**config.mk**
```make
export PLATFORM = sky130hd
export DESIGN_NAME = frameSequencer
export DESIGN_NICKNAME = d
export VERILOG_FILES = /design/src/design/videoPkg.sv /design/src/design/frameSequencer.sv
export SDC_FILE = /design/constraint.sdc
export NUM_CORES = 1
export LEC_CHECK = 0
export ABC_AREA = 1
export BUFFER_PORTS_ARGS = -buffer_cell sky130_fd_sc_hd__buf_2
export CAP_MARGIN = 5
export CORE_AREA = 10 10 47 49
export CTS_CLUSTER_DIAMETER = 60
export DETAILED_ROUTE_END_ITERATION = 8
export DIE_AREA = 0 0 57 59
export GPL_TIMING_DRIVEN = 0
export HOLD_SLACK_MARGIN = 0.05
export PLACE_DENSITY = 0.37
export SLEW_MARGIN = 20
export SYNTH_ARGS = -nofsm -noshare
export SYNTH_HDL_FRONTEND = slang
export SYNTH_SLANG_ARGS = --single-unit
```
**constraint.sdc**
```tcl
create_clock -name iCLK -period 0.9 [get_ports iCLK]
set_input_delay 0.18 -clock iCLK [delete_from_list [all_inputs] [get_ports iCLK]]
set_output_delay 0.18 -clock iCLK [all_outputs]
set_load 0.02 [all_outputs]
```
**src/design/videoPkg.sv**
```systemverilog
// Shared types and widths of the tile renderer; design modules import it where they need it
`default_nettype none

package videoPkg;

    // Frame sequencer states
    // stIdle waits for the run level, stDraw scans frames and stSwap flips the bank
    typedef enum logic [1:0]
    {
        stIdle = 2'd0,
        stDraw = 2'd1,
        stSwap = 2'd2
    } drawState_t;

    // Width of a palette index, which selects one of 16 palette slots
    localparam int cColorIdxW = 4;

    // Width of an output color, packed as red, green, blue with 4 bits each
    localparam int cRgbW = 12;

    // Width of a tile-map entry
    // Upper nibble is the foreground palette index, lower nibble the background index
    localparam int cTileEntryW = 8;

endpackage

`default_nettype wire

```
**src/design/frameSequencer.sv**
```systemverilog
// Frame sequencer that starts and stops scanning and swaps the display bank between frames
`timescale 1ns/1ps
`default_nettype none

module frameSequencer
    import videoPkg::*;
(
    input  wire  iCLK,
    input  wire  iRST,
    input  wire  iRun,
    input  wire  iSwapReq,
    input  wire  iFrameEnd,
    output logic oDrawEn,
    output logic oDispBank
);

    drawState_t state;
    drawState_t stateNext;
    logic       swapPending;
    logic       swapWanted;
    logic       frameStops;

    // A request in the frame-end cycle itself still counts for this boundary
    assign swapWanted = swapPending | iSwapReq;

    // The current frame is the last one of this drawing stretch
    assign frameStops = iFrameEnd & (swapWanted | ~iRun);

    // Enable drops already in the frame-end cycle, so the position counter
    // wraps to the origin and stops there without starting the next frame
    assign oDrawEn = (state == stDraw) & ~frameStops;

    always_comb
    begin
        stateNext = state;
        case (state)
            stIdle:
            begin
                if (iRun)
                    stateNext = stDraw;
            end
            stDraw:
            begin
                // Frames are atomic, so the state only moves at the frame boundary
                if (iFrameEnd & swapWanted)
                    stateNext = stSwap;
                else if (iFrameEnd & ~iRun)
                    stateNext = stIdle;
            end
            stSwap:
            begin
                stateNext = iRun ? stDraw : stIdle;
            end
            default:
            begin
                stateNext = stIdle;
            end
        endcase
    end

    always_ff @(posedge iCLK)
    begin
        if (iRST)
            state <= stIdle;
        else
            state <= stateNext;
    end

    // Swap requests are held until the next frame boundary consumes them
    // A request landing in the stSwap cycle waits for the following boundary
    always_ff @(posedge iCLK)
    begin
        if (iRST)
            swapPending <= 1'b0;
        else if (state == stSwap)
            swapPending <= iSwapReq;
        else if (iSwapReq)
            swapPending <= 1'b1;
    end

    // The display bank flips once per stSwap visit
    always_ff @(posedge iCLK)
    begin
        if (iRST)
            oDispBank <= 1'b0;
        else if (state == stSwap)
            oDispBank <= ~oDispBank;
    end

endmodule

`default_nettype wire

```
==> metrics.txt <==
initial antenna violation count=0; Root Driver=clkbuf_4; clk slew on worst S/H paths=~0.040 ns; Async S/R FF share, synth=0; Setup Viol. Count Final=1; min cycle time layout=1.15 ns; vias post-DR=163; largest area contributor in the synthesized netlist=dfxtp_1; Psw=103 uW; Area Growth Syn to Fin=60.8%; Most used DFF post-synth=dfxtp_1; layout cell share with drive strength beyond 1=0.594; Avg Cell Area, Syn=about 7.4 sq um; Logic pwr share=0.116; Finished Cell Area=262 sq um; global-route wire length before repair=about 630 um; wire per inst=between 7 and 8 um; CP dominant cell by count=inv_2; final slew viol count=0; critical path launch point type=register; Power Dens Cells=1790 nW/um^2; Clk pwr share=0.467; TritonCTS clock tree=done; outcome=finished with violations; overall routed net length=between 300 and 400 um; Die W=57 um; worst path required time=0.72 ns; Internal Power=364 uW; Slew HR=0.902; Worst VDD drop=0.000774 V; Initial DRC Count=1; Post-Synthesis Cells=22; Synthesis Warnings=0; H-tree Lvls=1; Hold Path Class=in -> reg; CTS buffer count=3; setup slack after layout=-0.245 ns; Tcrit/Tclk final=1.27; pre-CTS WS=-0.0939 ns; # IOs=7; detailed-route DRC error count=0; Synth area leaders=dfxtp_1, nand2_1, inv_1; number of synthesized register bits=4; unrepaired setup endpoints after global routing=true; Max clock buf depth=2; sequential fraction of the synthesis area=0.492; GRT Total Usage=0.0280; worst slew pin tran=0.147 ns; Largest stage delay, worst path=0.31 ns; # diodes=0; gr ovfl total=0; die area=3360 sq um; maxcap violations=0; Yosys cell types=11; Nets=39; largest net degree at the start of global routing=5; Post-synth top cells=dfxtp_1, nand2_1, inv_1, nor2_1, a21oi_1; PortBufs=6; Routed Antenna Nets=0; Fin. Hold Viols=0; Post-synth EDFFs=0; Yosys top cell area share=0.492; max frequency=873 MHz; Synth Cell Area=163 sq um; DP Area=213 sq um; sequential power share=0.416; nature of the critical path endpoint=output port; Setup TNS Final=-0.245 ns; Sw Share=0.221; row cnt=14; Die Ht=slightly below 60 um; Final GP Congestion=0.697; syn nets=27; Initial Utilization=0.116; CP max-delay cell=dfxtp_2; Core Region=1400 sq um; Lkg Pwr=approximately 0.12 nW; iteration count of the initial detailed-routing pass=3; CP Cell Sequence=inv_2 -> nand2_2 -> nor2_1 -> nand2_1 -> inv_2 -> buf_6; failing checks=negative setup slack; largest fanout on the critical path=2; worst skew pair latency=0.23 ns; crit path DAT=0.97 ns; CP Class=reg -> out; vias in the first global route=around 160; power after layout=about 470 uW; vias per inst=3.40; Clock Sinks=4; skew final=about 0.0027 ns
==> state kept, by name, summed over array words and instances (netlist names) <==
name	count
oDispBank	1
state	2
swapPending	1
==> power groups by stage <==
stage | registers (mW) | logic (mW) | clock network [mW]
3_3_place_gp | 0.195 | 0.0471 | 0
5_1_grt | 0.196 | 0.0607 | 0.246
6_report | 0.194 | 0.0544 | 0.218
4_1_cts | 0.193 | 0.0539 | 0.233
2_1_floorplan | 0.196 | 0.0255 | 0
3_5_place_dp | 0.195 | 0.0466 | 0
==> routing by layer <==
| layer | share of wire | GRT usage |
|---|---|---|
| met5 | 0 | 0 |
| met4 | 0 | 0.0201 |
| met3 | 0.14 | 0.0408 |
| met2 | 0.49 | 0.0341 |
| met1 | 0.37 | 0.0213 |
==> final cells by class <==
class / instances / area, sq um
repair buffers: 7 / 50.0
inverters: 4 / 15.0
well taps: 16 / 20.0
clock buffers: 3 / 22.5
multi-input cells: 14 / 70.1
fillers: 171 / 1140
flip-flops and latches: 4 / 83.8
==> kinds of logic (layout without fill, tap and decap cells) <==
group,after synthesis,in the layout,share of synthesized area
AOI/OAI and AO/OA,4,4,0.146
and+or+nand+nor,10,10,0.269
DFF,4,4,0.492
buffers and inverters,4,14,0.0923
==> layout by cell type, fill, tap and decap left out <==
cell type	netlist	final
buf_2	0	4
inv_2	1	3
nor2_1	3	3
nand2_1	4	3
clkbuf_4	0	3
dfxtp_2	0	3
nand2_2	1	2
a21oi_1	2	2
buf_6	0	2
inv_1	3	1
o21ai_1	0	1
nor3_1	1	1
or2_1	1	1
a21oi_2	1	1
buf_4	0	1
dfxtp_1	4	1
==> through the flow <==
| stage | utilization | cells | hold slack, ns |
|---|---|---|---|
| floorplan | - | 22 | 0.242 |
| global placement | 0.152 | 44 | 0.402 |
| detailed placement | 0.152 | 44 | 0.401 |
| CTS | 0.185 | 48 | 0.147 |
| global route | 0.187 | 48 | 0.147 |
| finish | 0.187 | 48 | 0.154 |
==> worst paths after layout <==
path / startpoint / endpoint / slack [ns] / cells after the start
min reg2reg: state[0]$_SDFFE_PP0P_ / state[1]$_SDFFE_PP0P_ / 0.47 / 2
max: state[1]$_SDFFE_PP0P_ / oDrawEn / -0.25 / 6
max reg2reg: state[1]$_SDFFE_PP0P_ / oDispBank$_SDFFE_PP0N_ / 0.03 / 4
min: iRST / oDispBank$_SDFFE_PP0N_ / 0.15 / 2
==> critical path: cells and delay by family, from the launching register on <==
| family | cells | cell delay, ns |
|---|---|---|
| flip-flops | 1 | 0.31 |
| AND/OR/NAND/NOR | 3 | 0.21 |
| buffers and inverters | 3 | 0.20 |
==> timing repair <==
action,4_1_cts,5_1_grt
cloned,0,0
hold endpoints to repair,0,0
setup endpoints to repair,2,1
setup buffers,1,0
gates resized for setup,8,3
pin swaps,1,1
hold buffers,0,0
No activity file was read; power rests on OpenSTA's default activity.
