--- config.mk ---
export PLATFORM = sky130hd
export DESIGN_NAME = pixelDrawPosition
export DESIGN_NICKNAME = d
export VERILOG_FILES = /design/src/design/pixelDrawPosition.sv
export SDC_FILE = /design/constraint.sdc
export NUM_CORES = 1
export LEC_CHECK = 0
export BUFFER_PORTS_ARGS = -buffer_cell sky130_fd_sc_hd__buf_2
export CAP_MARGIN = 20
export CORE_MARGIN = 3
export CORE_UTILIZATION = 54
export CTS_CLUSTER_DIAMETER = 120
export DETAILED_ROUTE_END_ITERATION = 8
export GPL_ROUTABILITY_DRIVEN = 0
export PLACE_DENSITY = 0.87
export REMOVE_ABC_BUFFERS = 1
export SLEW_MARGIN = 20
export SYNTH_ARGS = -nofsm -noshare
export SYNTH_HDL_FRONTEND = slang
export SYNTH_SLANG_ARGS = --single-unit
export TNS_END_PERCENT = 100
--- constraint.sdc ---
create_clock -name iCLK -period 4.5 [get_ports iCLK]
set_clock_uncertainty 0.15 [all_clocks]
set_input_delay 0.45 -clock iCLK [delete_from_list [all_inputs] [get_ports iCLK]]
set_output_delay 0.45 -clock iCLK [all_outputs]
set_load 0.01 [all_outputs]
--- src/design/pixelDrawPosition.sv ---
// Active-area position generator giving pixel and tile coordinates, a valid level and frame done
`timescale 1ns/1ps
`default_nettype none

module pixelDrawPosition #(
    parameter int pVHAW           = 11,
    parameter int pVVAW           = 11,
    parameter int pMapChipBasicBs = 4
)(
    input  wire                         iCLK,
    input  wire                         iRST,
    input  wire                         iCKE,
    input  wire  [pVHAW-1:0]            iVha,
    input  wire  [pVVAW-1:0]            iVva,
    output logic [pVHAW-1:0]            oHpos,
    output logic [pVVAW-1:0]            oVpos,
    output logic [pVHAW-1:pMapChipBasicBs] oHposBs,
    output logic [pVVAW-1:pMapChipBasicBs] oVposBs,
    output logic                        oFD,
    output logic                        oVD
);

    logic             hLast;
    logic             vLast;
    logic [pVHAW-1:0] hBeforeLast;
    logic             frameEndEarly;

    // Valid trails the clock enable by one cycle
    // The counters only move on cycles where the current position is valid
    always_ff @(posedge iCLK)
    begin
        if (iRST)
            oVD <= 1'b0;
        else
            oVD <= iCKE;
    end

    assign hLast = (oHpos == iVha);
    assign vLast = (oVpos == iVva);

    // Horizontal counter wraps after the last active column
    always_ff @(posedge iCLK)
    begin
        if (iRST)
            oHpos <= '0;
        else if (oVD)
            oHpos <= hLast ? '0 : oHpos + 1'b1;
    end

    // Vertical counter steps on each horizontal wrap and wraps after the last row
    always_ff @(posedge iCLK)
    begin
        if (iRST)
            oVpos <= '0;
        else if (oVD & hLast)
            oVpos <= vLast ? '0 : oVpos + 1'b1;
    end

    // Tile coordinates are the position with the fine bits dropped
    assign oHposBs = oHpos[pVHAW-1:pMapChipBasicBs];
    assign oVposBs = oVpos[pVVAW-1:pMapChipBasicBs];

    // Frame done is registered from the pixel just before the last one
    // Row pixels are consecutive within a frame, so the pulse lands on the last pixel
    assign hBeforeLast   = iVha - 1'b1;
    assign frameEndEarly = vLast & (oHpos == hBeforeLast);

    always_ff @(posedge iCLK)
    begin
        if (iRST)
            oFD <= 1'b0;
        else
            oFD <= oVD & frameEndEarly;
    end

endmodule

`default_nettype wire

==> flow_summary.toml, run 1 <==
[die]
coreArea_um2 = 3100
start_util_pct = 57.9
fp.dieArea_um2 = 4060
fp-row-count = 20
dieWidth_um = 63.7
die_h_um = 63.7
pin_count = 63

[timing]
tightest_slew_ns = 0.605
fmax_mhz = 438
finalCritPeriodShare_pct = 50.7
finalMaxSlewViolations = 0
setup-violations-final = 0
worst_slack_ns = 2.22
rsz0062_at_grt = "false"
relSlewSlack_pct = 59.4
whs_ns = 0.180
hold_violations = 0
min_period_ns = 2.28
fin_setup_tns_ns = 0

[clocking]
h-tree-depth = 1
cts_inserted_buffers = 3
path_clk_slew_ns = 0.14
root_buffer = "clkbuf_4"
clock-sinks = 24
clock_latency_ns = 0.32
hold_buffers = 0
clockBufferDepth = 2
post_cts_buffers = 0
cts_tree = "done"
ctsResizeCount = 0

[power_and_ir_drop]
p_switching_w = 0.000126
swShare_pct = 26.5
peakVddDrop_mv = 0.239
power.density_nw_per_um2 = 229
clkPwrFrac_pct = 33.5
p_leak_nw = 0.866
power.internal_w = 0.000351
combPwrFrac_pct = 18.1
pwr-share-seq_pct = 48.5

[yosys]
synth_most_common_cell = "xnor2_1"
synth_area_um2 = 1800
synth-edff-count = 0
yosysTopAreaCellShare_pct = 26.7
synthCells = 214
synth_commonest_cells = "28 x xnor2_1, 24 x dfxtp_1, 22 x nor2_1, 14 x buf_4"
synth_cell_types = 48
synth_ff_type = "dfxtp_1"
synth_area_per_cell_um2 = 8.40
async_reset_ff_share_pct = 0
synth-seq-cells = 24
ys_warn_count = 0
netlist_top_cells_area = "dfxtp_1 27%, xnor2_1 14%, buf_4 5.8%"
yosysTopAreaCell = "dfxtp_1"
ys_seq_area_share_pct = 26.7

[drt]
route.detailed.drc = 0
viasPerCell = 5.57
wl_per_cell_um = 13.4
dr_total_vias = 1703
wl_um = 4110
antenna_left = 0
firstDrtPassIters = 4
drt_iter0_markers = 92

[final_layout]
fin_nets = 291
fin_cells = 306
nFillCells = 289
final_layout_size_suffix_gt1_share_pct = 30.5
areaGrowthSynthToFinish_pct = 16.0
fin_util_pct = 67.2
diodes = 0

[min_path]
hold_class = "input port to flop"
min_path_cells = 2

[place]
post-place-cells = 302
dp_slack_ns = 2.06
hpwl_um = 3310
portBuffers = 62

[worst_setup_path]
crit_required_ns = 4.56
cp_cell_sequence = "xnor2_2 > nand2_1 > nor4_2 > or2_1 > o22ai_1"
worstSetupPathDepth = 5
rr_worst_depth = 5
cp_num_buf_inv = 0
path_max_fanout = 13
start_kind = "flop"
critical_path_class = "flop to flop"
arrival_ns = 2.34
worst_path_max_delay_cell = "nor4_2"
slowest_delay_ns = 0.56
path_delay_family = "simple AND/OR/NAND/NOR gates"
endpoint_kind = "flop"

[outcome]
status = "completed"

[global_route]
gr-total-overflow = 0
first_global_vias = 1546
grt_use_total_pct = 21.2
grt_pass1_wl_um = 7070
grt_max_degree = 16
antenna_found_initial = 0

[job]
drv_cap = 0
[power groups by stage]
stage | combinational, W | clock, W | sequential, W
floorplan | 0.0000505 | 0 | 0.000237
global placement | 0.0000845 | 0 | 0.000236
detailed placement | 0.0000858 | 0 | 0.000236
CTS | 0.0000863 | 0.000162 | 0.000231
global route | 0.0000954 | 0.000170 | 0.000233
finish | 0.0000861 | 0.000160 | 0.000231
[worst register-to-register path, stage by stage (launching register included)]
cell and delay, ns:
dfxtp_1 0.54, xnor2_2 0.20, nand2_1 0.14, nor4_2 0.56
or2_1 0.45, o22ai_1 0.13
[cells by family (layout without fill, tap and decap cells)]
family          count (synthesis)  after routing  share of synthesized area, %
mux                             1              1                         0.557
fa+ha+maj                       3              3                          2.09
simple gates                   90             90                          29.0
compound gates                 29             29                          12.8
flops                          24             24                          26.7
xor+xnor                       39             39                          19.4
buf+inv                        28             76                          9.33
[layout make-up]
class | count | area, um^2 | share of cell area [%]
clock buffers | 3 | 22.5 | 1.08
well taps | 44 | 55.1 | 2.64
clock inverters | 1 | 30.0 | 1.44
flip-flops and latches | 24 | 480 | 23.0
repair buffers | 62 | 310 | 14.9
multi-input cells | 162 | 1150 | 55.1
inverters | 10 | 37.5 | 1.80
[cells in the final DEF (no fill, tap or decap), types with 6 or more instances in the layout]
cell / instances
nor2_1: 22
dfxtp_1: 24
xor2_1: 10
a21oi_1: 7
nand4_1: 12
nand2_1: 12
buf_2: 62
xnor2_1: 28
or3_1: 6
inv_1: 8
[metal layers]
metal | wire length, um | up-vias | GRT usage (%)
li1 | - | 850 | -
met1 | 1790 | 805 | 27.3
met2 | 2050 | 46 | 36.0
met3 | 231 | 2 | 4.46
met4 | 32 | 0 | 4.58
met5 | 0 | - | 0
[registers in the layout (all words and copies together) (netlist names)]
name   cells
oVpos     11
oHpos     11
oVD        1
oFD        1
[through the flow]
stage	instance area, um^2	power [W]
floorplan	1670	0.000288
finish	2080	0.000477
global route	2080	0.000498
global placement	2030	0.000320
CTS	2080	0.000479
detailed placement	2030	0.000322
[worst paths after layout]
check                             start  slack [ns]               endpoint
setup / recovery  oHpos[6]$_SDFFE_PP0P_        2.22  oVpos[0]$_SDFFE_PP0P_
setup reg to reg  oHpos[6]$_SDFFE_PP0P_        2.22  oVpos[0]$_SDFFE_PP0P_
hold / removal                     iCKE        0.18         oVD$_SDFF_PP0_
hold reg to reg   oVpos[9]$_SDFFE_PP0P_        0.40  oVpos[9]$_SDFFE_PP0P_
(Power assumes the default switching activity.)
==> inputs of run 2 (changes only) <==
Settings changed: CORE_UTILIZATION 54 to 45, PLACE_DENSITY 0.87 to 0.78.
Clock period 4.5 ns to 2 ns, I/O delays scaled along.
==> flow_summary.toml, run 2 (synthesized netlist as in run 1, its figures left out) <==
[worst_setup_path]
start_kind = "flop"
rr_worst_depth = 5
ff2ff_setup_slack_ns = 0.06
critical_path_class = "flop to flop"
reg2reg_to = "oVpos[9]$_SDFFE_PP0P_"
cp_cell_sequence = "xnor2_2 > and4_1 > nand4_2 > or4_1 > a21oi_1"
slowest_delay_ns = 0.52
crit_required_ns = 2.05
path_max_fanout = 4
cp_num_buf_inv = 0
worst_path_max_delay_cell = "or4_1"
endpoint_kind = "flop"
path_delay_family = "simple AND/OR/NAND/NOR gates"
r2r_start = "oHpos[7]$_SDFFE_PP0P_"
arrival_ns = 1.99

[power_and_ir_drop]
peakVddDrop_mv = 0.243
p_leak_nw = 1.06
power.density_nw_per_um2 = 437

[job]
drv_cap = 0

[drt]
antenna_left = 0
route.detailed.drc = 0
wl_um = 4630
firstDrtPassIters = 4
dr_total_vias = 1794
viasPerCell = 5.26
drt_iter0_markers = 87
wl_per_cell_um = 13.6

[min_path]
min_path_cells = 3
hold_end = "oVD$_SDFF_PP0_"
worstHoldStart = "iRST"
hold_class = "input port to flop"

[timing]
relSlewSlack_pct = 70.4
fmax_mhz = 515
fin_setup_tns_ns = 0
hold_violations = 0
finalCritPeriodShare_pct = 97.2
worst_slack_ns = 0.0568
finalMaxSlewViolations = 0
setup-violations-final = 0
rsz0062_at_grt = "true"
min_period_ns = 1.94
tightest_slew_ns = 0.441

[place]
post-place-cells = 336
dp_slack_ns = -0.165
hpwl_um = 3550
portBuffers = 62
dpl_cell_area_um2 = 2260

[die]
die_h_um = 69.2
fp.dieArea_um2 = 4790
start_util_pct = 48.0
dieWidth_um = 69.2
fp-row-count = 22
pin_count = 63
coreArea_um2 = 3740

[global_route]
grt_max_degree = 15
gr-total-overflow = 0
first_global_vias = 1674
grt_use_total_pct = 18.6
grt_pass1_wl_um = 7540
antenna_found_initial = 0

[final_layout]
final_layout_size_suffix_gt1_share_pct = 41.0
fin_cells = 341
top_regs = "oHpos x11, oVpos x11"
fin_nets = 323
final_area_um2 = 2390
areaGrowthSynthToFinish_pct = 32.9
mostFrequentLayoutCells = "62 x buf_2, 31 x buf_4, 23 x dfxtp_1"
layout_commonest_cell = "buf_2"
diodes = 0

[outcome]
status = "completed"

[clocking]
clock-sinks = 24
clockBufferDepth = 2
clock_latency_ns = 0.27
path_clk_slew_ns = 0.08
cts_inserted_buffers = 3
root_buffer = "clkbuf_8"
h-tree-depth = 1
cts_tree = "done"
## run 2: report_power, final
group          leakage [nW]  internal (W)  switching (W)  total, W
registers             0.195      0.000492      0.0000189  0.000511
clock network        0.0216      0.000135       0.000153  0.000288
logic                 0.847      0.000123       0.000122  0.000244
total                  1.06      0.000749       0.000294   0.00104
## run 2: how the worst max path moves through the flow
stage	slack (ns)	end	cells after the start	from
floorplan	-0.02	oVpos[0]$_SDFFE_PP0P_	5	oHpos[6]$_SDFFE_PP0P_
global placement	-0.13	oFD$_SDFF_PP0_	8	iVha[0]
detailed placement	-0.17	oFD$_SDFF_PP0_	8	iVha[0]
CTS	0.04	oFD$_SDFF_PP0_	5	oHpos[0]$_SDFFE_PP0P_
global route	-0.06	oVpos[5]$_SDFFE_PP0P_	6	oHpos[7]$_SDFFE_PP0P_
finish	0.06	oVpos[9]$_SDFFE_PP0P_	5	oHpos[7]$_SDFFE_PP0P_
## run 2: layout make-up
type	instances	area, um^2
fill	338	1360
clock buffer	3	41.3
multi-input combinational	162	1210
inverter	10	37.5
timing repair buffer	94	553
sequential	24	482
tap	48	60.1
## run 2: worst register-to-register path, stage by stage, from the launching register on
cell,delay [ns]
dfxtp_1,0.35
xnor2_2,0.24
and4_1,0.29
nand4_2,0.17
or4_1,0.52
a21oi_1,0.16
## run 2: metal layers
layer	wire [um]	part of all wire (%)	GRT usage, %	up-vias
met5	0	0	0	-
met2	2210	48	31.1	48
met4	82	1.8	5.86	0
li1	-	-	-	914
met1	2120	46	24.8	822
met3	220	4.8	2.46	10
## run 2: repair_timing
item,CTS,global route
endpoints found under the setup margin,0,22
endpoints found under the hold margin,1,0
setup buffers,0,1
gates resized for setup,0,10
hold buffers,1,0
## run 2: stage by stage
stage | hold slack, ns | total power [W] | utilization, %
after global routing | 0.208 | 0.00109 | 63.8
after detailed placement | 0.267 | 0.000750 | 60.4
after floorplan | 0.122 | 0.000648 | -
after CTS | 0.174 | 0.00103 | 61.8
after global placement | 0.262 | 0.000745 | 60.4
final | 0.174 | 0.00104 | 63.8
==> inputs of run 3 (changes only) <==
Settings changed: RECOVER_POWER from default to 100.
==> flow_summary.toml, run 3 (synthesized netlist as in run 1, its figures left out) <==
[clocking]
root_buffer = "clkbuf_8"
cts_tree = "done"
path_clk_slew_ns = 0.08
clockBufferDepth = 2
clock_latency_ns = 0.27
cts_inserted_buffers = 3
h-tree-depth = 1
clock-sinks = 24

[final_layout]
diodes = 0
multi_input_area_um2 = 1210
final_layout_size_suffix_gt1_share_pct = 33.1
mostFrequentLayoutCells = "45 x buf_2, 25 x buf_4, 23 x dfxtp_1, 23 x clkbuf_1, 22 x nor2_1"
nFillCells = 359
seq_area_um2 = 482
fin_nets = 323
top_regs = "oHpos x11, oVpos x11"
layout_commonest_cell = "buf_2"
areaGrowthSynthToFinish_pct = 30.5

[drt]
drt_iter0_markers = 94
dr_total_vias = 1795
viasPerCell = 5.26
wl_per_cell_um = 13.6
route.detailed.drc = 0
firstDrtPassIters = 4
wl_um = 4630
antenna_left = 0

[worst_setup_path]
slowest_delay_ns = 0.53
rr_worst_depth = 5
cp_cell_sequence = "xnor2_2 > and4_1 > nand4_2 > or4_1 > a21oi_1"
critical_path_class = "flop to flop"
arrival_ns = 1.99
crit_required_ns = 2.05
endpoint_kind = "flop"
start_kind = "flop"
worst_path_max_delay_cell = "or4_1"
path_max_fanout = 4

[timing]
worst_slack_ns = 0.0599
rsz0062_at_grt = "true"
whs_ns = 0.174
min_period_ns = 1.94
finalCritPeriodShare_pct = 97.0
tightest_slew_ns = 0.438
setup-violations-final = 0
finalMaxSlewViolations = 0
fmax_mhz = 515
hold_violations = 0
relSlewSlack_pct = 70.6

[power_and_ir_drop]
p_switching_w = 0.000295
peakVddDrop_mv = 0.244
power.internal_w = 0.000744
clkPwrFrac_pct = 27.8
p_total_w = 0.00104
swShare_pct = 28.4
power.density_nw_per_um2 = 443
combPwrFrac_pct = 23.0
p_leak_nw = 0.965
pwr-share-seq_pct = 49.2

[global_route]
gr-total-overflow = 0
first_global_vias = 1674
grt_use_total_pct = 18.6
grt_max_degree = 15
antenna_found_initial = 0
grt_pass1_wl_um = 7540

[die]
fp-row-count = 22
pin_count = 63
die_h_um = 69.2
dieWidth_um = 69.2
fp.dieArea_um2 = 4790
start_util_pct = 48.0
coreArea_um2 = 3740

[place]
dp_slack_ns = -0.165
portBuffers = 62
hpwl_um = 3550

[min_path]
min_path_cells = 3
hold_class = "input port to flop"

[outcome]
status = "completed"

[job]
drv_cap = 0
==> run 3: layer usage <==
metal / vias to the layer above / global-route usage (%) / routed length (um) / share of wire (%)
li1: 914 / - / - / -
met1: 822 / 24.8 / 2160 / 47
met2: 51 / 31.1 / 2190 / 47
met3: 8 / 2.46 / 201 / 4.3
met4: 0 / 5.86 / 76 / 1.6
met5: - / 0 / 0 / 0
==> run 3: path summary, 6_finish.rpt <==
path	from	to	slack, ns
worst min-delay path	iRST	oVD$_SDFF_PP0_	0.17
worst max register to register	oHpos[7]$_SDFFE_PP0P_	oVpos[9]$_SDFFE_PP0P_	0.06
worst max-delay path	oHpos[7]$_SDFFE_PP0P_	oVpos[9]$_SDFFE_PP0P_	0.06
worst min register to register	oVpos[1]$_SDFFE_PP0P_	oVpos[1]$_SDFFE_PP0P_	0.42
==> run 3: timing repair <==
item,4_1_cts,5_1_grt
endpoints found under the setup margin,0,22
setup buffers,0,1
endpoints found under the hold margin,1,0
hold buffers,1,0
resized for setup,0,10
==> run 3: worst max-delay path: cells and delay by family, from the launching register on <==
| kind | cells | cell delay [ns] |
|---|---|---|
| and+or+nand+nor | 3 | 0.99 |
| DFF | 1 | 0.35 |
| AOI/OAI and AO/OA | 1 | 0.16 |
| xor gates and xnor gates | 1 | 0.23 |
==> run 3: power groups by stage <==
stage	Combinational, W	Sequential, W	Clock, W
floorplan	0.000114	0.000534	0
global placement	0.000225	0.000520	0
detailed placement	0.000230	0.000521	0
CTS	0.000232	0.000510	0.000293
global route	0.000264	0.000514	0.000309
finish	0.000239	0.000511	0.000289
==> run 3: final cells by class <==
class | count | share of cell area, %
inverters | 10 | 1.60
well taps | 48 | 2.56
multi-input cells | 162 | 51.8
clock buffers | 3 | 1.76
repair buffers | 94 | 21.7
flip-flops and latches | 24 | 20.5
==> run 3: metrics by stage <==
stage                     std cells  util, %  cell area [um^2]  TNS (ns)
after floorplan                 196        -              1670   -0.0580
after global placement          336     60.4              2260    -0.125
after detailed placement        336     60.4              2260    -0.169
after CTS                       340     61.8              2310         0
after global routing            341     62.6              2340    -0.303
final                           341     62.6              2340         0
