File: src/design/videoPkg.sv
// Shared types and widths of the tile renderer; design modules import it where they need it
`default_nettype none

package videoPkg;

    // Frame sequencer states
    // stIdle waits for the run level, stDraw scans frames and stSwap flips the bank
    typedef enum logic [1:0]
    {
        stIdle = 2'd0,
        stDraw = 2'd1,
        stSwap = 2'd2
    } drawState_t;

    // Width of a palette index, which selects one of 16 palette slots
    localparam int cColorIdxW = 4;

    // Width of an output color, packed as red, green, blue with 4 bits each
    localparam int cRgbW = 12;

    // Width of a tile-map entry
    // Upper nibble is the foreground palette index, lower nibble the background index
    localparam int cTileEntryW = 8;

endpackage

`default_nettype wire

File: src/design/tilePaletteStage.sv
// Palette stage applying the tile outline rule and looking up the 12-bit color
`timescale 1ns/1ps
`default_nettype none

module tilePaletteStage
    import videoPkg::*;
#(
    parameter int pMapChipBasicBs = 4
)(
    input  wire                        iCLK,
    input  wire                        iRST,
    input  wire  [cTileEntryW-1:0]     iEntry,
    input  wire  [pMapChipBasicBs-1:0] iFineH,
    input  wire  [pMapChipBasicBs-1:0] iFineV,
    input  wire                        iPalWe,
    input  wire  [cColorIdxW-1:0]      iPalAddr,
    input  wire  [cRgbW-1:0]           iPalData,
    output logic [cRgbW-1:0]           oRgb
);

    localparam int cPalDepth = 1 << cColorIdxW;

    logic [cRgbW-1:0]      palette [0:cPalDepth-1];
    logic                  onOutline;
    logic [cColorIdxW-1:0] fgIdx;
    logic [cColorIdxW-1:0] bgIdx;
    logic [cColorIdxW-1:0] colorIdx;

    // Split the entry into its two palette indexes
    assign fgIdx = iEntry[cTileEntryW-1 -: cColorIdxW];
    assign bgIdx = iEntry[cColorIdxW-1:0];

    // The first column and first row of every tile form its outline
    assign onOutline = (iFineH == '0) | (iFineV == '0);

    // Outline pixels take the foreground color, the tile interior the background
    assign colorIdx = onOutline ? fgIdx : bgIdx;

    // The host-writable palette shows a new color from the next cycle on
    always_ff @(posedge iCLK)
    begin
        if (iPalWe)
            palette[iPalAddr] <= iPalData;
    end

    // Color lookup is registered, adding one pipeline stage
    always_ff @(posedge iCLK)
    begin
        if (iRST)
            oRgb <= '0;
        else
            oRgb <= palette[colorIdx];
    end

endmodule

`default_nettype wire

File: config.mk
export PLATFORM = sky130hd
export DESIGN_NAME = tilePaletteStage
export DESIGN_NICKNAME = d
export VERILOG_FILES = /design/src/design/videoPkg.sv /design/src/design/tilePaletteStage.sv
export SDC_FILE = /design/constraint.sdc
export NUM_CORES = 1
export LEC_CHECK = 0
export BUFFER_PORTS_ARGS = -buffer_cell sky130_fd_sc_hd__buf_4
export CORE_MARGIN = 10
export CORE_UTILIZATION = 45
export DETAILED_ROUTE_END_ITERATION = 8
export SYNTH_ARGS = -nofsm -noshare
export SYNTH_HDL_FRONTEND = slang
export SYNTH_SLANG_ARGS = --single-unit
File: constraint.sdc
create_clock -name iCLK -period 2.5 [get_ports iCLK]
set_clock_uncertainty 0.2 [all_clocks]
set_input_delay 0.25 -clock iCLK [delete_from_list [all_inputs] [get_ports iCLK]]
set_output_delay 0.25 -clock iCLK [all_outputs]
set_load 0.02 [all_outputs]
==> results_dict.tcl, run 1 <==
set metrics [dict create \
    final_common_cell "edfxtp_1" \
    synth-seq-area-share_pct 69.01 \
    end_kind "flop" \
    grt_pass1_vias 5589 \
    ys_types 40 \
    drv_slew 0 \
    dr.first_iter.drc_count 498 \
    diodes 0 \
    critical_path.startpoint_type "input pin" \
    worstPathArrival_ps 2360 \
    crit_path_top_delay_cell "or4_1" \
    post_cts_buffers 0 \
    finalCriticalPeriod_ps 2120 \
    path_clk_slew_ps 60 \
    path_class "input pin to flop" \
    drcViolationCount 0 \
    timing.fmax_mhz 471.7 \
    syn_nets 574 \
    crit_path_cell_trace "buf_4 -> or4_1 -> nand2_8 -> mux2i_4 -> buf_4 -> nand2_1 -> a311oi_1 -> a32o_1" \
    rows 50 \
    clock-sinks 204 \
    postSynthCellCount 539 \
    insertion_delay_ps 510 \
    synth-xor-area-share_pct 0 \
    cap_violations 0 \
    min_path_type "input pin to flop" \
    final-setup-viol-count 0 \
    ios 47 \
    grt.total_usage_pct 18.18 \
    gp_congestion 0.8517 \
    antenna_found_initial 0 \
    synth-seq-cells 204 \
    port_buffers 46 \
    die_area_sq_mm 0.02530 \
    cts_tree "done" \
    ys_warn_count 0 \
    crit_top_cell "buf_4" \
    synth-compound-area-share_pct 4.701 \
    dr.pass1.iters 5 \
    gr-total-overflow 0 \
    cts-resized-gates 0 \
    final-hold-violation-count 0 \
    crit_required_ps 2740 \
    start_util_pct 46.07 \
    viasPerCell 5.875 \
    synthMuxAreaShare_pct 14.19 \
    crit_fanout 12 \
    coreArea_sq_mm 0.01889 \
    rsz0062_at_grt "false" \
    drive_gt1_share_pct 28.53 \
    vias 5399 \
    synth_fa_ha_area_share_pct 0 \
    final_cell_mix "edfxtp_1 (192), buf_4 (95), nand2_1 (79)" \
    ant_nets 0 \
    slowest_delay_ps 640 \
    hold_ws_ps 117.5 \
    synth_top_family_by_area "multiplexers" \
    wl_per_cell_um 25.34 \
    ir_worst_vdd_v 0.0006217 \
    yosys.area_share.simple_pct 10.18 \
    area_growth_pct 20.40 \
    placed_cell_area_sq_mm 0.009656 \
    finalInstanceArea_sq_mm 0.01048 \
    period_share_pct 84.80 \
    relSlewSlack_pct 56.88 \
    hpwl_um 15010 \
    power.density_mw_per_mm2 731.3 \
    final_nets 678 \
    leakagePower_nw 3.556 \
    cts_buffers 22 \
    dieHeight_um 159.1 \
    cts-root-buf "clkbuf_16" \
    status "finished, final reports clean" \
    synth_area_sq_mm 0.008703 \
    worst_pin_slew_ps 644.4 \
    syn_area_per_cell_sq_um 16.15 \
    ctsHtreeMaxLevel 1 \
    max-clock-path-buffers 3 \
    grt_pass1_wl_um 35330 \
    ctsHoldBuffers 13 \
    postRouteWirelength_um 23290 \
    fp.dieW_um 159.1 \
    grt_max_degree 37 \
]
critical path: cells and delay by family:
kind,cells,cell delay [ps]
compound gates,2,570
buf+inv,2,360
simple gates,3,870
mux,1,300
logic make-up after synthesis:
family,after synthesis
multiplexers,67
buffers and inverters,31
AO/OA/AOI/OAI,52
AND/OR/NAND/NOR,185
flip-flops,204
final timing paths:
| path | startpoint | endpoint | slack [ps] | cells past startpoint |
|---|---|---|---|---|
| max | iFineV[1] | oRgb[4] | 380 | 8 |
| min | iEntry[3] | oRgb[3] | 120 | 5 |
| max reg2reg | palette[12][4] | oRgb[4] | 610 | 4 |
| min reg2reg | palette[0][5] | oRgb[5] | 380 | 3 |
power by group:
part / internal, mW / switching, mW / total, mW
logic: 0.299 / 0.403 / 0.702
registers: 3.83 / 0.0332 / 3.86
clock network: 1.84 / 1.26 / 3.10
total: 5.97 / 1.69 / 7.66
flip-flops by register name, summed over array words and instances (netlist names):
register / count
oRgb: 12
palette: 192
per-layer routing:
metal	global-route usage, %	share of wire [%]
met3	2.840	5.8
met1	23.27	41
met2	31.23	51
met4	5.350	2.5
met5	0	0
through the flow:
| stage | power, mW | setup slack, ps | util, % | TNS, ps | cells |
|---|---|---|---|---|---|
| 3_5_place_dp | 4.617 | -87.61 | 51.11 | -221.3 | 866 |
| 2_1_floorplan | 4.298 | 171.2 | - | 0 | 539 |
| 3_3_place_gp | 4.603 | -78.50 | 51.11 | -121.7 | 866 |
| 6_report | 7.663 | 380.0 | 55.46 | 0 | 919 |
| 4_1_cts | 7.727 | 427.2 | 55.46 | 0 | 919 |
| 5_1_grt | 7.937 | 341.0 | 55.46 | 0 | 919 |
Yosys cell counts (all sizes together):
cell       n  area share (%)
o22ai     13            0.93
inv        1           0.043
or3b       1            0.10
nor4       2            0.29
o21ai      5            0.29
a22oi      2            0.17
mux2i     18             2.1
or4        2            0.17
a211oi     1           0.086
o2111ai    1            0.17
a21oi      3            0.17
or3        1           0.072
nand4b     1            0.10
buf       23             1.6
nor3      33             1.9
a311oi     9            0.91
edfxtp   192              66
a221o      4            0.46
dfxtp     12             2.8
a32o       9             1.0
a32oi      3            0.30
nand2     80             3.6
a21o       1           0.086
nand3     34             2.0
nor2b      6            0.43
mux4      44              11
clkbuf     7            0.30
mux2       5            0.73
nand3b     5            0.43
nor2      14            0.60
and2       1           0.072
o31ai      1           0.086
nand2b     5            0.36
final cells by class:
type | count | area (sq um)
flip-flops and latches | 204 | 6006
clock inverters | 8 | 63.81
fillers | 1525 | 8414
inverters | 1 | 3.754
well taps | 260 | 325.3
clock buffers | 32 | 629.4
repair buffers | 110 | 883.3
multi-input cells | 304 | 2567
(Power assumes the default switching activity.)
==> run 2, diff against run 1 <==
==> constraint.sdc (replaced) <==
create_clock -name iCLK -period 2.1 [get_ports iCLK]
set_clock_uncertainty 0.2 [all_clocks]
set_input_delay 0.21 -clock iCLK [delete_from_list [all_inputs] [get_ports iCLK]]
set_output_delay 0.21 -clock iCLK [all_outputs]
set_load 0.02 [all_outputs]
==> run 2 against run 1 <==
  * Wire length down 2.2%
  * Setup slack worse by 180 ps
  * Die area unchanged
  * Global-route usage down 0.52 points
  * Register-to-register slack worse by 410 ps
  * First-iteration DRC count up 6.2%
  * Final cell count up 2.4%
  * Critical endpoint is now oRgb[1]
  * Critical path type is now flop to flop
  * Count of clock-buffer cells in the layout down 6
  * Total power up 18%
  * Worst hold slack worse by 36 ps
  * Non-clock buffer count up 21
==> results_dict.tcl, run 2 (same netlist as run 1, synthesis figures left out) <==
set metrics [dict create \
    status "finished, final reports clean" \
    r2r_slack_ps 200 \
    regArea_sq_mm 0.006006 \
    hpwl_um 15600 \
    grt_pass1_vias 5690 \
    vias 5407 \
    final_nets 699 \
    crit_fanout 2 \
    wl_per_cell_um 24.21 \
    relSlewSlack_pct 71.23 \
    path_class "flop to flop" \
    post_cts_buffers 0 \
    largest_register "palette" \
    grt.total_usage_pct 17.66 \
    coreArea_sq_mm 0.01889 \
    drcViolationCount 0 \
    cts-resized-gates 0 \
    ios 47 \
    ir_worst_vdd_v 0.0007381 \
    fillerInstances 1558 \
    cts_buffers 22 \
    final_common_cell "edfxtp_1" \
    gr-total-overflow 0 \
    largestRegisters "palette x192, oRgb x12" \
    end_kind "flop" \
    max-clock-path-buffers 3 \
    final-hold-violation-count 0 \
    start_util_pct 46.07 \
    min_path_type "input pin to flop" \
    ctsHtreeMaxLevel 1 \
    grt_max_degree 37 \
    dr.pass1.iters 5 \
    leakagePower_nw 3.692 \
    worst_pin_slew_ps 429.9 \
    final_cell_mix "edfxtp_1 (192), buf_4 (106), nand2_1 (79)" \
    clock-sinks 204 \
    port_buffers 46 \
    drv_slew 0 \
    rsz0062_at_grt "false" \
    placed_cell_area_sq_mm 0.009946 \
    insertion_delay_ps 520 \
    grt_pass1_wl_um 34530 \
    dieHeight_um 159.1 \
    multi_input_area_sq_mm 0.002575 \
    worstPathArrival_ps 2090 \
    drive_gt1_share_pct 31.18 \
    antenna_found_initial 2 \
    finalInstanceArea_sq_mm 0.01075 \
    cts_tree "done" \
    path_clk_slew_ps 60 \
    gp_congestion 0.8885 \
    finalCriticalPeriod_ps 1905 \
    final-setup-viol-count 0 \
    period_share_pct 90.70 \
    cts-root-buf "clkbuf_16" \
    dr.first_iter.drc_count 529 \
    postRouteWirelength_um 22780 \
    critical_path.startpoint_type "flop" \
    crit_required_ps 2290 \
    fp.dieW_um 159.1 \
    die_area_sq_mm 0.02530 \
    power_mw 9.069 \
    viasPerCell 5.746 \
    cap_violations 0 \
    rows 50 \
    power.density_mw_per_mm2 843.6 \
    largest_reg_flops 192 \
    ant_nets 0 \
    area_growth_pct 23.52 \
    timing.fmax_mhz 525.0 \
]
run 2: cell count changes in the layout (fill, tap and decap cells not counted), sizes merged:
cell / change
buf: +21
clkinv: +6
clkbuf: -6
diode: +1
run 2: cell type report:
class                   instances  area share (%)
clock inverters                14          0.9893
inverters                       1         0.03492
repair buffers                131           10.85
multi-input cells             304           23.95
diodes                          1         0.02328
flip-flops and latches        204           55.87
clock buffers                  26           5.261
well taps                     260           3.026
run 2: repair_timing:
item,CTS,global route
hold buffers,13,0
endpoints found under the hold margin,194,0
endpoints found under the setup margin,0,0
run 2: worst max-delay path: stages (launching register included):
cell and delay (ps):
edfxtp_1 380, mux4_2 470, o22ai_1 230, a211oi_1 100
buf_4 160, a32oi_1 160, o21ai_1 90
run 2: metal layers:
metal,share of wire (%),track usage (%)
met1,41,22.32
met2,50,30.06
met3,6.2,3.357
met4,2.5,5.560
met5,0.057,0
run 2: through the flow:
| stage | util [%] | worst slack [ps] | TNS [ps] | std cells | hold WS (ps) |
|---|---|---|---|---|---|
| final | 56.90 | 195.3 | 0 | 941 | 81.59 |
| after global routing | 56.89 | 71.27 | 0 | 940 | 76.74 |
| after CTS | 56.89 | 217.3 | 0 | 940 | 58.46 |
| after detailed placement | 52.64 | -314.4 | -2999 | 887 | 334.5 |
| after global placement | 52.64 | -312.9 | -2604 | 887 | 325.1 |
| after floorplan | - | -112.3 | -299.2 | 539 | 108.9 |
run 2: final timing paths:
kind,start,to,cells past startpoint
setup / recovery,palette[15][1],oRgb[1],6
hold / removal,iPalAddr[1],palette[4][10],3
setup reg to reg,palette[15][1],oRgb[1],6
hold reg to reg,palette[0][7],oRgb[7],3
run 2: where the power goes:
group,internal (mW),switching [mW]
Sequential,4.55,0.0362
Combinational,0.406,0.483
Clock,2.05,1.54
Total,7.02,2.05
==> run 3, diff against run 2 <==
--- a/config.mk
+++ b/config.mk
@@ -5,6 +5,7 @@
 export SDC_FILE = /design/constraint.sdc
 export NUM_CORES = 1
 export LEC_CHECK = 0
+export ABC_AREA = 1
 export BUFFER_PORTS_ARGS = -buffer_cell sky130_fd_sc_hd__buf_4
 export CORE_MARGIN = 10
 export CORE_UTILIZATION = 45
==> constraint.sdc (replaced) <==
create_clock -name iCLK -period 2.1 [get_ports iCLK]
set_clock_uncertainty 0.2 [all_clocks]
set_input_delay 0.21 -clock iCLK [delete_from_list [all_inputs] [get_ports iCLK]]
set_output_delay 0.21 -clock iCLK [all_outputs]
set_load 0.01 [all_outputs]
==> run 3 against run 2 <==
  * Fmax grew 26%
  * Total power grew 5.3%
  * Worst hold slack got worse by 44 ps
  * Final area fell by 1.2%
  * Non-clock buffer count fell by 31
  * Combinational power down 1%
  * Critical path depth fell by 5
  * Critical endpoint is now oRgb[2]
  * Largest power group unchanged
==> results_dict.tcl, run 3 <==
set metrics [dict create \
    status "finished, final reports clean" \
    synth-seq-cells 204 \
    viasPerCell 5.027 \
    setup_ws_ps 586.1 \
    dr.first_iter.drc_count 474 \
    slowest_delay_ps 430 \
    synth_most_common_cell "edfxtp_1" \
    grt_max_degree 40 \
    vias 5987 \
    hpwl_um 13900 \
    worstPathArrival_ps 1100 \
    grt_pass1_vias 5913 \
    synthFlopType "edfxtp_1" \
    syn_area_per_cell_sq_um 10.78 \
    leakagePower_nw 4.478 \
    ys_types 19 \
    dieHeight_um 160.6 \
    max-clock-path-buffers 3 \
    postSynthCellCount 825 \
    port_buffers 46 \
    critical_path.startpoint_type "flop" \
    grt_pass1_wl_um 35070 \
    coreArea_sq_mm 0.01946 \
    synth_area_sq_mm 0.008891 \
    cts_buffers 22 \
    largestRegisters "palette x192, oRgb x12" \
    start_util_pct 45.68 \
    antenna_found_initial 0 \
    timing.fmax_mhz 660.5 \
    fin_util_pct 54.59 \
    area_growth_pct 19.50 \
    cap_violations 0 \
    crit_fanout 1 \
    crit_family "flip-flops" \
    finalCriticalPeriod_ps 1514 \
    end_kind "primary output" \
    ir_worst_vdd_v 0.0006760 \
    worst_pin_slew_ps 646.1 \
    crit_path_cell_trace "buf_4" \
    power.density_mw_per_mm2 898.6 \
    die_area_sq_mm 0.02578 \
    drv_slew 0 \
    wl_per_cell_um 19.18 \
    postRouteWirelength_um 22840 \
    gp_congestion 0.8078 \
    min_path_type "input pin to flop" \
    grt.total_usage_pct 17.55 \
    path_buf_inv 1 \
    crit_required_ps 1690 \
    drcViolationCount 0 \
    synth_edf_count 192 \
    dpl_worst_slack_ps 146.8 \
    fillerInstances 1713 \
    synth_top_cell_by_area "edfxtp_1" \
    synth-seq-area-share_pct 67.55 \
    ios 47 \
    rows 51 \
    synth_area_leaders "edfxtp_1 (65%), nand3_1 (10%), inv_1 (6.9%), nand2_1 (6.4%), nand3b_1 (3.2%)" \
    fp.dieW_um 160.6 \
    ant_nets 0 \
    insertion_delay_ps 510 \
    path_clk_slew_ps 60 \
    synthArstFlopShare_pct 0 \
    finalSetupTns_ps 0 \
    diodes 0 \
    crit_path_top_delay_cell "dfxtp_1" \
    largest_register "palette" \
    yosys-top-cells-count "edfxtp_1 (192), nand3_1 (181), inv_1 (163)" \
    syn_nets 860 \
    clock-sinks 204 \
    period_share_pct 72.09 \
    final_nets 945 \
    cts-root-buf "clkbuf_16" \
    cts_tree "done" \
    ys_warn_count 0 \
    rsz0062_at_grt "false" \
    synth.top_cell.area_share_pct 64.85 \
    largest_reg_flops 192 \
    final_cell_mix "edfxtp_1 (192), nand3_1 (181), inv_1 (163)" \
    drive_gt1_share_pct 14.69 \
    final_common_cell "edfxtp_1" \
    ctsHtreeMaxLevel 1 \
    final-hold-violation-count 0 \
    hold_ws_ps 37.83 \
    relSlewSlack_pct 56.88 \
    path_class "flop to primary output" \
    dr.pass1.iters 6 \
    gr-total-overflow 0 \
    final-setup-viol-count 0 \
]
-- run 3: power breakdown --
group          switching, mW  internal [mW]
combinational          0.550          0.330
clock                   1.56           2.52
sequential            0.0369           4.55
-- run 3: cells by family after synthesis --
| family | Yosys count | share of synthesized area (%) |
|---|---|---|
| compound gates | 14 | 0.8303 |
| flops | 204 | 67.55 |
| buf+inv | 204 | 9.823 |
| simple gates | 403 | 21.80 |
-- run 3: what timing repair did --
action | in CTS | in global routing
buffers inserted | 0 | 0
endpoints found under the hold margin | 204 | 0
hold buffers | 13 | 0
endpoints found under the setup margin | 0 | 0
gates resized for setup | 0 | 0
-- run 3: layout make-up --
cell class / count / area (sq um) / area share (%)
multi-input cells: 417 / 2012 / 18.94
repair buffers: 100 / 883.3 / 8.314
clock buffers: 27 / 599.3 / 5.641
inverters: 165 / 619.3 / 5.829
well taps: 265 / 331.6 / 3.121
flip-flops and latches: 204 / 6006 / 56.52
clock inverters: 13 / 173.9 / 1.637
-- run 3: final timing paths --
kind                            slack (ps)      startpoint            end  cells after the start
worst max-delay path                   590         oRgb[2]        oRgb[2]                      1
worst min-delay path                    40     iPalAddr[1]  palette[8][0]                      4
worst max register to register         850  palette[13][7]        oRgb[7]                      5
worst min register to register         540   palette[7][5]        oRgb[5]                      6
-- run 3: metal layers --
layer	routed length [um]	vias to the layer above	track usage, %
met2	11110	170	29.45
met4	478	0	4.716
li1	-	2901	-
met3	1116	40	2.224
met5	0	-	0
met1	10140	2876	23.48
-- run 3: metrics by stage --
step                cells  total power, mW  area, sq um
floorplan             825            5.157         8891
global placement     1138            5.533         9722
detailed placement   1138            5.539         9722
CTS                  1191            9.604        10630
global route         1191            9.872        10630
finish               1191            9.548        10630
